<file path="config.mk">
export PLATFORM = sky130hd
export DESIGN_NAME = uart_dual_rx
export DESIGN_NICKNAME = d
export VERILOG_FILES = /design/src/logic/uart_pkg.sv /design/src/logic/rx_merge.sv /design/src/logic/uart_dual_rx.sv /design/src/logic/uart_rx.sv
export SDC_FILE = /design/constraint.sdc
export NUM_CORES = 1
export LEC_CHECK = 0
export BUFFER_PORTS_ARGS = -buffer_cell sky130_fd_sc_hd__buf_4
export CAP_MARGIN = 15
export CORE_ASPECT_RATIO = 0.8
export CORE_MARGIN = 10
export CORE_UTILIZATION = 25
export CTS_BUF_LIST = sky130_fd_sc_hd__clkbuf_4 sky130_fd_sc_hd__clkbuf_8
export DETAILED_ROUTE_END_ITERATION = 10
export SYNTH_ARGS = -nofsm -noshare
export SYNTH_HDL_FRONTEND = slang
export SYNTH_HIERARCHICAL = 1
export SYNTH_SLANG_ARGS = --single-unit
export TNS_END_PERCENT = 1
</file>
<file path="constraint.sdc">
create_clock -name clk -period 4.6 [get_ports clk]
set_input_delay 0.69 -clock clk [delete_from_list [all_inputs] [get_ports clk]]
set_output_delay 0.69 -clock clk [all_outputs]
set_load 0.01 [all_outputs]
</file>
<file path="src/logic/uart_pkg.sv">
////////////////////////////////////////////////////////////////////////////
// Dual-channel UART receive front end, shared definitions.
// Byte width, channel count and the layout of one FIFO entry.
////////////////////////////////////////////////////////////////////////////
package uart_pkg;

  // Received byte.
  localparam int data_w = 8;        // Bits per serial byte.
  typedef logic [data_w-1:0] rx_byte_t;

  // Channels.
  localparam int num_chan = 2;                  // Independent RX lines.
  localparam int chan_w   = $clog2(num_chan);   // Width of the channel tag.

  ////////////////////////////////////////////////////////////////////////////
  // FIFO entry layout, LSB first: byte, framing error, channel tag.
  ////////////////////////////////////////////////////////////////////////////
  localparam int ent_err_bit  = data_w;             // Framing error position.
  localparam int ent_chan_lsb = data_w + 1;         // Channel tag starts here.
  localparam int entry_w      = data_w + 1 + chan_w; // Whole entry, 10 bits.

endpackage

</file>
<file path="src/logic/rx_merge.sv">
////////////////////////////////////////////////////////////////////////////
// Two-channel byte merge.
// Acknowledges ready receivers, channel 0 first, tags each byte with its
// channel and framing error, queues it and flags overrun when full.
////////////////////////////////////////////////////////////////////////////
`timescale 1ns/1ps
module rx_merge
  import uart_pkg::*;
#(
  parameter int fifo_depth = 4      // Entries, power of two.
) (
  input  logic              clk,
  input  logic              rst_n,
  input  logic              rdy_0,      // Channel 0 has a byte.
  input  logic              rdy_1,      // Channel 1 has a byte.
  input  rx_byte_t          data_0,
  input  rx_byte_t          data_1,
  input  logic              err_0,
  input  logic              err_1,
  output logic              clr_rdy_0,  // Byte taken from channel 0.
  output logic              clr_rdy_1,  // Byte taken from channel 1.
  input  logic              out_pop,    // Remove head entry.
  output logic              out_valid,  // FIFO not empty.
  output rx_byte_t          out_data,
  output logic [chan_w-1:0] out_chan,
  output logic              out_err,
  output logic              overrun     // Sticky, a byte was dropped.
);

  localparam int ptr_w = $clog2(fifo_depth);
  localparam logic [ptr_w:0] depth_cnt = (ptr_w + 1)'(fifo_depth);

  ////////////////////////////////////////////////////////////////////////////
  // Internal signals
  ////////////////////////////////////////////////////////////////////////////
  logic [entry_w-1:0] fifo_mem [fifo_depth];  // Entry storage.
  logic [ptr_w-1:0]   wr_ptr;                 // Next free slot.
  logic [ptr_w-1:0]   rd_ptr;                 // Head slot.
  logic [ptr_w:0]     count;                  // Entries held.
  logic               take_0;                 // Serve channel 0.
  logic               take_1;                 // Serve channel 1.
  logic               push;                   // A byte is acknowledged.
  logic               full;
  logic               wr_en;                  // Byte is stored.
  logic               rd_en;                  // Head is removed.
  rx_byte_t           in_data;
  logic               in_err;
  logic [chan_w-1:0]  in_chan;
  logic [entry_w-1:0] in_entry;
  logic [entry_w-1:0] head;

  // Fixed priority, channel 1 waits one cycle on a tie.
  assign take_0 = rdy_0;
  assign take_1 = rdy_1 & ~rdy_0;
  assign push   = take_0 | take_1;

  assign clr_rdy_0 = take_0;        // Same cycle as the capture.
  assign clr_rdy_1 = take_1;

  // Build the tagged entry.
  assign in_data  = take_1 ? data_1 : data_0;
  assign in_err   = take_1 ? err_1 : err_0;
  assign in_chan  = take_1 ? chan_w'(1) : chan_w'(0);
  assign in_entry = {in_chan, in_err, in_data};

  ////////////////////////////////////////////////////////////////////////////
  // Circular FIFO
  ////////////////////////////////////////////////////////////////////////////
  assign full      = (count == depth_cnt);
  assign out_valid = (count != '0);
  assign wr_en     = push & ~full;  // Full drops the byte.
  assign rd_en     = out_pop & out_valid; // Pop on empty is ignored.

  always_ff @(posedge clk) begin
    if (wr_en)
      fifo_mem[wr_ptr] <= in_entry;
  end

  always_ff @(posedge clk, negedge rst_n) begin
    if (!rst_n) begin
      wr_ptr <= '0;
      rd_ptr <= '0;
      count  <= '0;
    end else begin
      if (wr_en)
        wr_ptr <= wr_ptr + 1'b1;    // Wraps at the power of two.
      if (rd_en)
        rd_ptr <= rd_ptr + 1'b1;
      count <= count + (ptr_w + 1)'(wr_en) - (ptr_w + 1)'(rd_en);
    end
  end

  // Head entry fields.
  assign head     = fifo_mem[rd_ptr];
  assign out_data = head[data_w-1:0];
  assign out_err  = head[ent_err_bit];
  assign out_chan = head[ent_chan_lsb +: chan_w];

  // Stays set until reset.
  always_ff @(posedge clk, negedge rst_n) begin
    if (!rst_n)
      overrun <= 1'b0;
    else if (push && full)
      overrun <= 1'b1;
  end

  // One receiver acknowledged per cycle.
  one_clr_at_a_time: assert property (@(posedge clk) disable iff (!rst_n)
    !(clr_rdy_0 && clr_rdy_1))
    else $error("rx_merge: both receivers acknowledged together");

  // Occupancy bound.
  count_in_range: assert property (@(posedge clk) disable iff (!rst_n)
    count <= depth_cnt)
    else $error("rx_merge: FIFO count above depth");

endmodule

</file>
<file path="src/logic/uart_dual_rx.sv">
////////////////////////////////////////////////////////////////////////////
// Dual UART receive front end, top level.
// Two receivers at separate baud rates feeding one tagged byte queue.
////////////////////////////////////////////////////////////////////////////
`timescale 1ns/1ps
module uart_dual_rx
  import uart_pkg::*;
#(
  parameter int baud_div_0 = 2604,  // Clocks per bit, channel 0.
  parameter int baud_div_1 = 2604,  // Clocks per bit, channel 1.
  parameter int fifo_depth = 4      // Queue entries.
) (
  input  logic              clk,
  input  logic              rst_n,
  input  logic              rx_0,       // Serial line, channel 0.
  input  logic              rx_1,       // Serial line, channel 1.
  input  logic              out_pop,    // Consumer takes the head.
  output logic              out_valid,  // Head entry present.
  output rx_byte_t          out_data,
  output logic [chan_w-1:0] out_chan,
  output logic              out_err,    // Head had a framing error.
  output logic              overrun     // A byte was lost.
);

  // Receiver to merge links.
  logic     rdy_0;
  logic     rdy_1;
  logic     clr_rdy_0;
  logic     clr_rdy_1;
  rx_byte_t data_0;
  rx_byte_t data_1;
  logic     err_0;
  logic     err_1;

  uart_rx #(.baud_div(baud_div_0)) rx_ch0_inst (
    .clk       (clk),
    .rst_n     (rst_n),
    .rx        (rx_0),
    .clr_rdy   (clr_rdy_0),
    .rx_data   (data_0),
    .frame_err (err_0),
    .rdy       (rdy_0)
  );

  uart_rx #(.baud_div(baud_div_1)) rx_ch1_inst (
    .clk       (clk),
    .rst_n     (rst_n),
    .rx        (rx_1),
    .clr_rdy   (clr_rdy_1),
    .rx_data   (data_1),
    .frame_err (err_1),
    .rdy       (rdy_1)
  );

  // Arbitration, tagging and queueing.
  rx_merge #(.fifo_depth(fifo_depth)) rx_merge_inst (
    .clk       (clk),
    .rst_n     (rst_n),
    .rdy_0     (rdy_0),
    .rdy_1     (rdy_1),
    .data_0    (data_0),
    .data_1    (data_1),
    .err_0     (err_0),
    .err_1     (err_1),
    .clr_rdy_0 (clr_rdy_0),
    .clr_rdy_1 (clr_rdy_1),
    .out_pop   (out_pop),
    .out_valid (out_valid),
    .out_data  (out_data),
    .out_chan  (out_chan),
    .out_err   (out_err),
    .overrun   (overrun)
  );

endmodule

</file>
<file path="src/logic/uart_rx.sv">
////////////////////////////////////////////////////////////////////////////
// Single-channel UART receiver.
// 8N1 frames sampled at mid-bit, stop bit checked for framing error,
// rdy held until acknowledged or the next start bit arrives.
////////////////////////////////////////////////////////////////////////////
`timescale 1ns/1ps
module uart_rx
  import uart_pkg::*;
#(
  parameter int baud_div = 2604     // Clocks per bit.
) (
  input  logic     clk,             // System clock.
  input  logic     rst_n,           // Async active low reset.
  input  logic     rx,              // Serial line, idles high.
  input  logic     clr_rdy,         // Knocks down rdy.
  output rx_byte_t rx_data,         // Last byte received.
  output logic     frame_err,       // Stop bit of that byte was low.
  output logic     rdy              // Byte available.
);

  localparam int cnt_w = $clog2(baud_div);                  // Baud counter width.
  localparam logic [cnt_w-1:0] half_load = cnt_w'(baud_div / 2 - 1); // To mid start bit.
  localparam logic [cnt_w-1:0] full_load = cnt_w'(baud_div - 1);     // Bit to bit.
  localparam logic [3:0] last_bit = 4'd9;  // Samples taken before the stop bit.

  typedef enum logic {IDLE, RCV} state_t;

  ////////////////////////////////////////////////////////////////////////////
  // Internal signals
  ////////////////////////////////////////////////////////////////////////////
  logic             rx_meta;        // First synchronizer stage.
  logic             rx_stable;      // Second synchronizer stage.
  logic             rx_last;        // Previous rx_stable, for edge detect.
  logic             rx_fall;        // Falling edge on the synced line.
  logic [data_w:0]  rx_shft_reg;    // Data bits plus stop bit.
  logic [cnt_w-1:0] baud_cnt;       // Clocks left until the next sample.
  logic [3:0]       bit_cnt;        // Samples taken in this frame.
  logic             start;          // Begin a frame.
  logic             shift;          // Sample point reached.
  logic             receiving;      // FSM is in a frame.
  logic             set_rdy;        // Frame complete.
  state_t           state;
  state_t           nxt_state;

  // Double flop the line, keep one more stage to see the edge.
  always_ff @(posedge clk, negedge rst_n) begin
    if (!rst_n) begin
      rx_meta   <= 1'b1;            // Line idles high.
      rx_stable <= 1'b1;
      rx_last   <= 1'b1;
    end else begin
      rx_meta   <= rx;
      rx_stable <= rx_meta;
      rx_last   <= rx_stable;
    end
  end

  // A low stop bit leaves the line low, so only a real edge starts a frame.
  assign rx_fall = rx_last & ~rx_stable;

  // Shift in LSB first, the start bit falls out of the bottom.
  always_ff @(posedge clk) begin
    if (shift)
      rx_shft_reg <= {rx_stable, rx_shft_reg[data_w:1]};
  end

  // Half a period to the middle of the start bit, then full periods.
  always_ff @(posedge clk, negedge rst_n) begin
    if (!rst_n)
      baud_cnt <= '0;
    else if (start)
      baud_cnt <= half_load;        // Aim at mid start bit.
    else if (shift)
      baud_cnt <= full_load;        // Next mid bit.
    else if (receiving)
      baud_cnt <= baud_cnt - 1'b1;
  end

  // Samples taken so far.
  always_ff @(posedge clk, negedge rst_n) begin
    if (!rst_n)
      bit_cnt <= 4'd0;
    else if (start)
      bit_cnt <= 4'd0;
    else if (shift)
      bit_cnt <= bit_cnt + 4'd1;
  end

  assign receiving = (state == RCV);
  assign shift     = receiving && (baud_cnt == '0);

  assign rx_data   = rx_shft_reg[data_w-1:0];   // Eight data bits.
  assign frame_err = ~rx_shft_reg[data_w];      // Stop bit must be high.

  ////////////////////////////////////////////////////////////////////////////
  // Control FSM and ready flag
  ////////////////////////////////////////////////////////////////////////////
  always_ff @(posedge clk, negedge rst_n) begin
    if (!rst_n)
      state <= IDLE;
    else
      state <= nxt_state;
  end

  always_comb begin
    nxt_state = state;              // Hold by default.
    start     = 1'b0;
    set_rdy   = 1'b0;
    case (state)
      RCV: begin
        if (shift && (bit_cnt == last_bit)) begin
          set_rdy   = 1'b1;         // Stop bit sampled this cycle.
          nxt_state = IDLE;
        end
      end
      default: begin                // IDLE, wait for a start edge.
        if (rx_fall) begin
          start     = 1'b1;
          nxt_state = RCV;
        end
      end
    endcase
  end

  // Start clears, frame end sets, acknowledge clears.
  always_ff @(posedge clk, negedge rst_n) begin
    if (!rst_n)
      rdy <= 1'b0;
    else if (start)
      rdy <= 1'b0;                  // Next byte is on its way.
    else if (set_rdy)
      rdy <= 1'b1;
    else if (clr_rdy)
      rdy <= 1'b0;
  end

  // An acknowledge must never meet the end of a new frame.
  rdy_not_set_on_clr: assert property (@(posedge clk) disable iff (!rst_n)
    clr_rdy |=> !rdy)
    else $error("uart_rx: rdy set while clr_rdy was high");

  // Ten samples per frame at most.
  bit_cnt_in_range: assert property (@(posedge clk) disable iff (!rst_n)
    bit_cnt <= 4'd10)
    else $error("uart_rx: bit counter passed ten");

endmodule

</file>
# ---- Word level (Yosys, flattened, before mapping)
# Memories as Yosys holds them, arrays and structs flattened.
# Cells that the tools add are included.
dict set report word_totals {
  reg_bits 68
  word_cells 89
  input_bits 5
  memories 1
  ramBits 40
}
# name depth width rd rd_clocked_by_memory_dff wr line
set mem_list {}
lappend mem_list {rx_merge_inst.fifo_mem 4 10 1 0 1 rx_merge.sv:36} ;# logic [entry_w-1:0] fifo_mem [fifo_depth];
dict set report classes {
  n_bitwise 12
  n_mux 32
  n_reduce_logical 13
  n_eq_ne 3
  add_sub_neg 8
}
# cell n
set ops {}
lappend ops {{$mux 12} 6}
lappend ops {{$logic_not 12->1} 2}
lappend ops {{$sub 12x1->12 const B} 2}
lappend ops {{$mux 1} 21}
lappend ops {{$mux 4} 4}
lappend ops {{$reduce_bool 3->1} 4}
lappend ops {{$add 4x1->4 const B} 2}
lappend ops {{$eq 4x4->1 const B} 2}
lappend ops {{$mux 8} 1}
lappend ops {{$not 1->1} 6}
lappend ops {{$and 1x1->1} 5}
lappend ops {{$logic_and 1x1->1} 5}
lappend ops {{$add 2x1->2 const B} 2}
lappend ops {{$reduce_bool 2->1} 2}
lappend ops {{$add 3x1->3} 1}
lappend ops {{$eq 3x3->1 const B} 1}
lappend ops {{$sub 3x1->3} 1}
lappend ops {{$or 1x1->1} 1}

# ---- Longest topological paths before layout
dict set report logic_depth {
  depth_word 7
  depth_mapped 10
}

# ---- Cells and area by module
# Netlist, hierarchy kept.
# mod cells_each seq_area_each_um2 instances area_per_inst_um2
set modules_own_cells {}
lappend modules_own_cells {uart_rx 126 799.5 2 1405.1}
lappend modules_own_cells {rx_merge 103 1401.3 1 2013.2}

# ---- Worst setup path before layout
# Ideal clock, no wire load.
dict set report synth_path {
  kind {reg-to-reg}
  start {register rx_merge_inst.count[1]}
  end {register rx_merge_inst.count[2]}
  path_stages_with_launch 10
  period_less_slack_ps 2219
  t_arrival_ps 2094
  path_slack_ps 2381
  path_cell_list {dfrtp_1 > or3_4 > and2_4 > ha_1 > inv_1 > ha_1 > inv_1 > fa_1 > xnor2_1 > xnor2_1}
}
# item line
set synth_lines {}
lappend synth_lines {{start: declaration} rx_merge.sv:39} ;# logic [ptr_w:0] count;
lappend synth_lines {{start signal: assignment} rx_merge.sv:89} ;# count <= count + (ptr_w + 1)'(wr_en) - (ptr_w + 1)'(rd_en);
lappend synth_lines {{$reduce_bool 3->1} rx_merge.sv:70} ;# assign out_valid = (count != '0);
lappend synth_lines {{net out_valid} uart_dual_rx.sv:18} ;# output logic out_valid,
lappend synth_lines {{$and 1x1->1} rx_merge.sv:72} ;# assign rd_en = out_pop & out_valid;
lappend synth_lines {{net rx_merge_inst.rd_en} rx_merge.sv:45} ;# logic rd_en;
lappend synth_lines {{$sub 3x1->3} rx_merge.sv:89}
# The timed path passes the listed nets, and every way through them passes these cells.
# A chain may end at the register's enable or synchronous reset.

# ---- Worst setup path in the final report
dict set report layout_path {
  start {register rx_merge_inst.rd_ptr[0]}
  end {output port out_data[7]}
}
dict set report layout_between {
  elab_chain_len 1
}
# item line
set layout_lines {}
lappend layout_lines {{start: declaration} rx_merge.sv:38} ;# logic [ptr_w-1:0] rd_ptr;
lappend layout_lines {{start signal: assignment} rx_merge.sv:88} ;# rd_ptr <= rd_ptr + 1'b1;
lappend layout_lines {{$mem_v2 4x10} n/a}
lappend layout_lines {{end: declaration} uart_dual_rx.sv:19} ;# output rx_byte_t out_data,
# Every way passes these cells.

==> results.yml <==
logic_synthesis:
  synth_seq_area_share_pct: 62.20
  synthFlopType: "edfxtp_1"
  ys_ff_latch: 108
  syn_inst: 355
  synth_top_area_share_pct: 36.11
  synth-compound-area-share_pct: 7.341
  muxShareOfSynthArea_pct: 7.004
  syn_area_um2: 4823
  ys_warn_count: 6
  synth_edf_count: 58
  synth_top_cell_by_area: "edfxtp_1"
  synthTopCellsByArea: "edfxtp_1, dfrtp_1, mux4_2"
  synth-simple-area-share_pct: 12.76
  yosysMostFrequentCell: "edfxtp_1"
  ys_async_sr_fraction_pct: 46.30
  synth_xor_area_share_pct: 0.9079
  syn_avg_cell_area_um2: 13.59
  synthTopCellsByCount: "edfxtp_1, dfrtp_1, inv_1, nand3_1, buf_4"
  synth_fa_ha_area_share_pct: 4.047
  synth_cell_types: 50
  synth_top_family_by_area: "simple AND/OR/NAND/NOR gates"
  synth_nets: 375
global_routing:
  grt_max_degree: 51
  grt_pass1_wl_mm: 14.30
  grtUsageTotal_pct: 7.060
  use_met1_pct: 9.011
  grt_antenna_before_repair: 0
  grt_util_met3_pct: 2.371
  globalRouteMet2Util_pct: 11.01
  overflow: 0
  top_usage_layer: "met2"
  grt_pass1_vias: 2728
floorplanning:
  die_y_um: 144.2
  core_area_um2: 18970
  die_w_um: 175.3
  io_pins: 17
  fp-row-count: 45
  start_util_pct: 25.42
  dieArea_um2: 25280
pwr:
  p_total_w: 0.002566
  p_leak_nw: 2.023
  p_per_area_nw_per_um2: 483.4
  peakVddDrop_uv: 164.9
timing:
  layout_min_cycle_time_ps: 2701
  setup-tns-final_ps: 0
  max_freq_mhz: 370.2
  hold_violations: 0
  finalMaxSlewViolations: 0
  max-slew-margin-rel_pct: 49.14
  worst-slew-pin-transition_ps: 755.9
  grt_setup_unrepaired: "no"
  setup_violations: 0
  clock_skew_ps: 12.79
  fin_crit_sh_pct: 58.72
min_path:
  worst_hold_path_type: "input port to async pin"
worst_setup_path:
  end_kind: "primary output"
  arrival_ps: 2010
  crit_path_start_kind: "flip-flop"
  required_ps: 3910
  path_cells: "mux4_2, buf_4"
  r2r_setup_slack_ps: 2230
  crit_buf_inv: 1
  ff2ff_path_depth: 5
  worst-path-max-fanout: 12
  crit_family: "flip-flops"
  crit_cells: 2
  crit_path_max_incr_delay_ps: 840
  cp_slowest_cell: "dfrtp_1"
  critical_path_class: "flip-flop to primary output"
place:
  post-place-cells: 601
  dpl.hpwl_mm: 5.829
  gp_congestion: 0.8066
  io_buffers: 16
finish:
  post-route-util_pct: 27.97
  stdcell_count: 618
  syn_to_final_growth_pct: 10.04
  antenna_cells: 0
  largest_register: "rx_merge_inst/fifo_mem"
  regArea_um2: 3000
  num-nets-final: 375
  drive_above_1_share_pct: 20.56
  multi_input_area_um2: 1546
  top_regs: "rx_merge_inst/fifo_mem x40, rx_ch0_inst/baud_cnt x12, rx_ch1_inst/baud_cnt x12"
  fillers: 1937
  largest_reg_flops: 40
route:
  drtIter0Drc: 152
  drt-total-wl_mm: 8.453
  routedWlPerCell_um: 13.68
  num_vias: 2726
  drt_pass1_iterations: 4
  drcViolationCount: 0
  ant_nets: 0
  routed_via_density: 4.411
clock_network:
  htreeDepth: 3
  clock_path_buffers: 2
  root_buffer: "clkbuf_8"
  tritoncts: "built"
  clk_latency_ps: 380
  clk_pin_slew_worst_paths_ps: 120
  cts_buffers: 9
  hold_buffers: 0
  cts_resized: 0
  clock_sinks: 108
  cts_setup_buffers: 0
outcome:
  status: "complete, no violations"
job:
  maxCapViolCount: 0
## area by class of cell
class,instances,area share [%]
clock buffer,9,2.334
clock inverter,7,1.674
inverter,26,1.839
multi-input combinational,193,29.14
sequential,108,56.53
tap,258,6.082
timing repair buffer,17,2.405
## routing by layer
layer  up-vias  share of wire, %
met1      1382                49
met2        27                46
met4         0               1.2
met3         8               3.6
li1       1309                 -
met5         -                 0
## metrics by stage
stage | setup WS (ps) | hold slack (ps) | cell area [um2]
4_1_cts | 1835 | 348.1 | 5300
3_5_place_dp | 2236 | 347.8 | 5087
5_1_grt | 1753 | 371.1 | 5308
6_report | 1899 | 324.6 | 5308
3_3_place_gp | 2309 | 347.4 | 5087
2_1_floorplan | 2381 | 345.2 | 4823
## report_power, final
group | switching, W | total (W) | leakage, nW | internal (W)
sequential | 0.000211 | 0.00136 | 1.14 | 0.00115
combinational | 0.000272 | 0.000614 | 0.778 | 0.000342
clock | 0.000367 | 0.000588 | 0.106 | 0.000221
## cells in the final DEF, fill, tap and decap left out, types with 8 or more instances in the layout
| master | instances |
|---|---|
| inv_1 | 26 |
| mux2_2 | 10 |
| clkbuf_8 | 9 |
| nor3_1 | 10 |
| mux4_2 | 10 |
| nor2_1 | 14 |
| dfrtp_1 | 44 |
| edfxtp_1 | 58 |
| a21oi_1 | 12 |
| o21ai_0 | 8 |
| ha_1 | 14 |
| nand2_1 | 13 |
| buf_4 | 17 |
| nand3_1 | 21 |
## final timing paths
check                                             start                    endpoint
worst max-delay path            rx_merge_inst/rd_ptr[0]                 out_data[7]
worst min-delay path                              rst_n     rx_ch0_inst/baud_cnt[7]
worst max register to register  rx_ch1_inst/baud_cnt[0]  rx_ch1_inst/rx_shft_reg[6]
worst min register to register      rx_ch1_inst/rx_meta       rx_ch1_inst/rx_stable
max in group asynchronous                         rst_n     rx_ch1_inst/baud_cnt[0]
min in group clk                    rx_ch1_inst/rx_meta       rx_ch1_inst/rx_stable
## cell families (layout without fill, tap and decap cells)
| logic type | after synthesis | after routing |
|---|---|---|
| compound gates | 50 | 50 |
| xor+xnor | 5 | 5 |
| fa+ha+maj | 15 | 15 |
| buf+inv | 54 | 59 |
| flops | 108 | 108 |
| mux | 20 | 20 |
| simple gates | 103 | 103 |
Note: power is estimated with default switching activity, not from simulation.
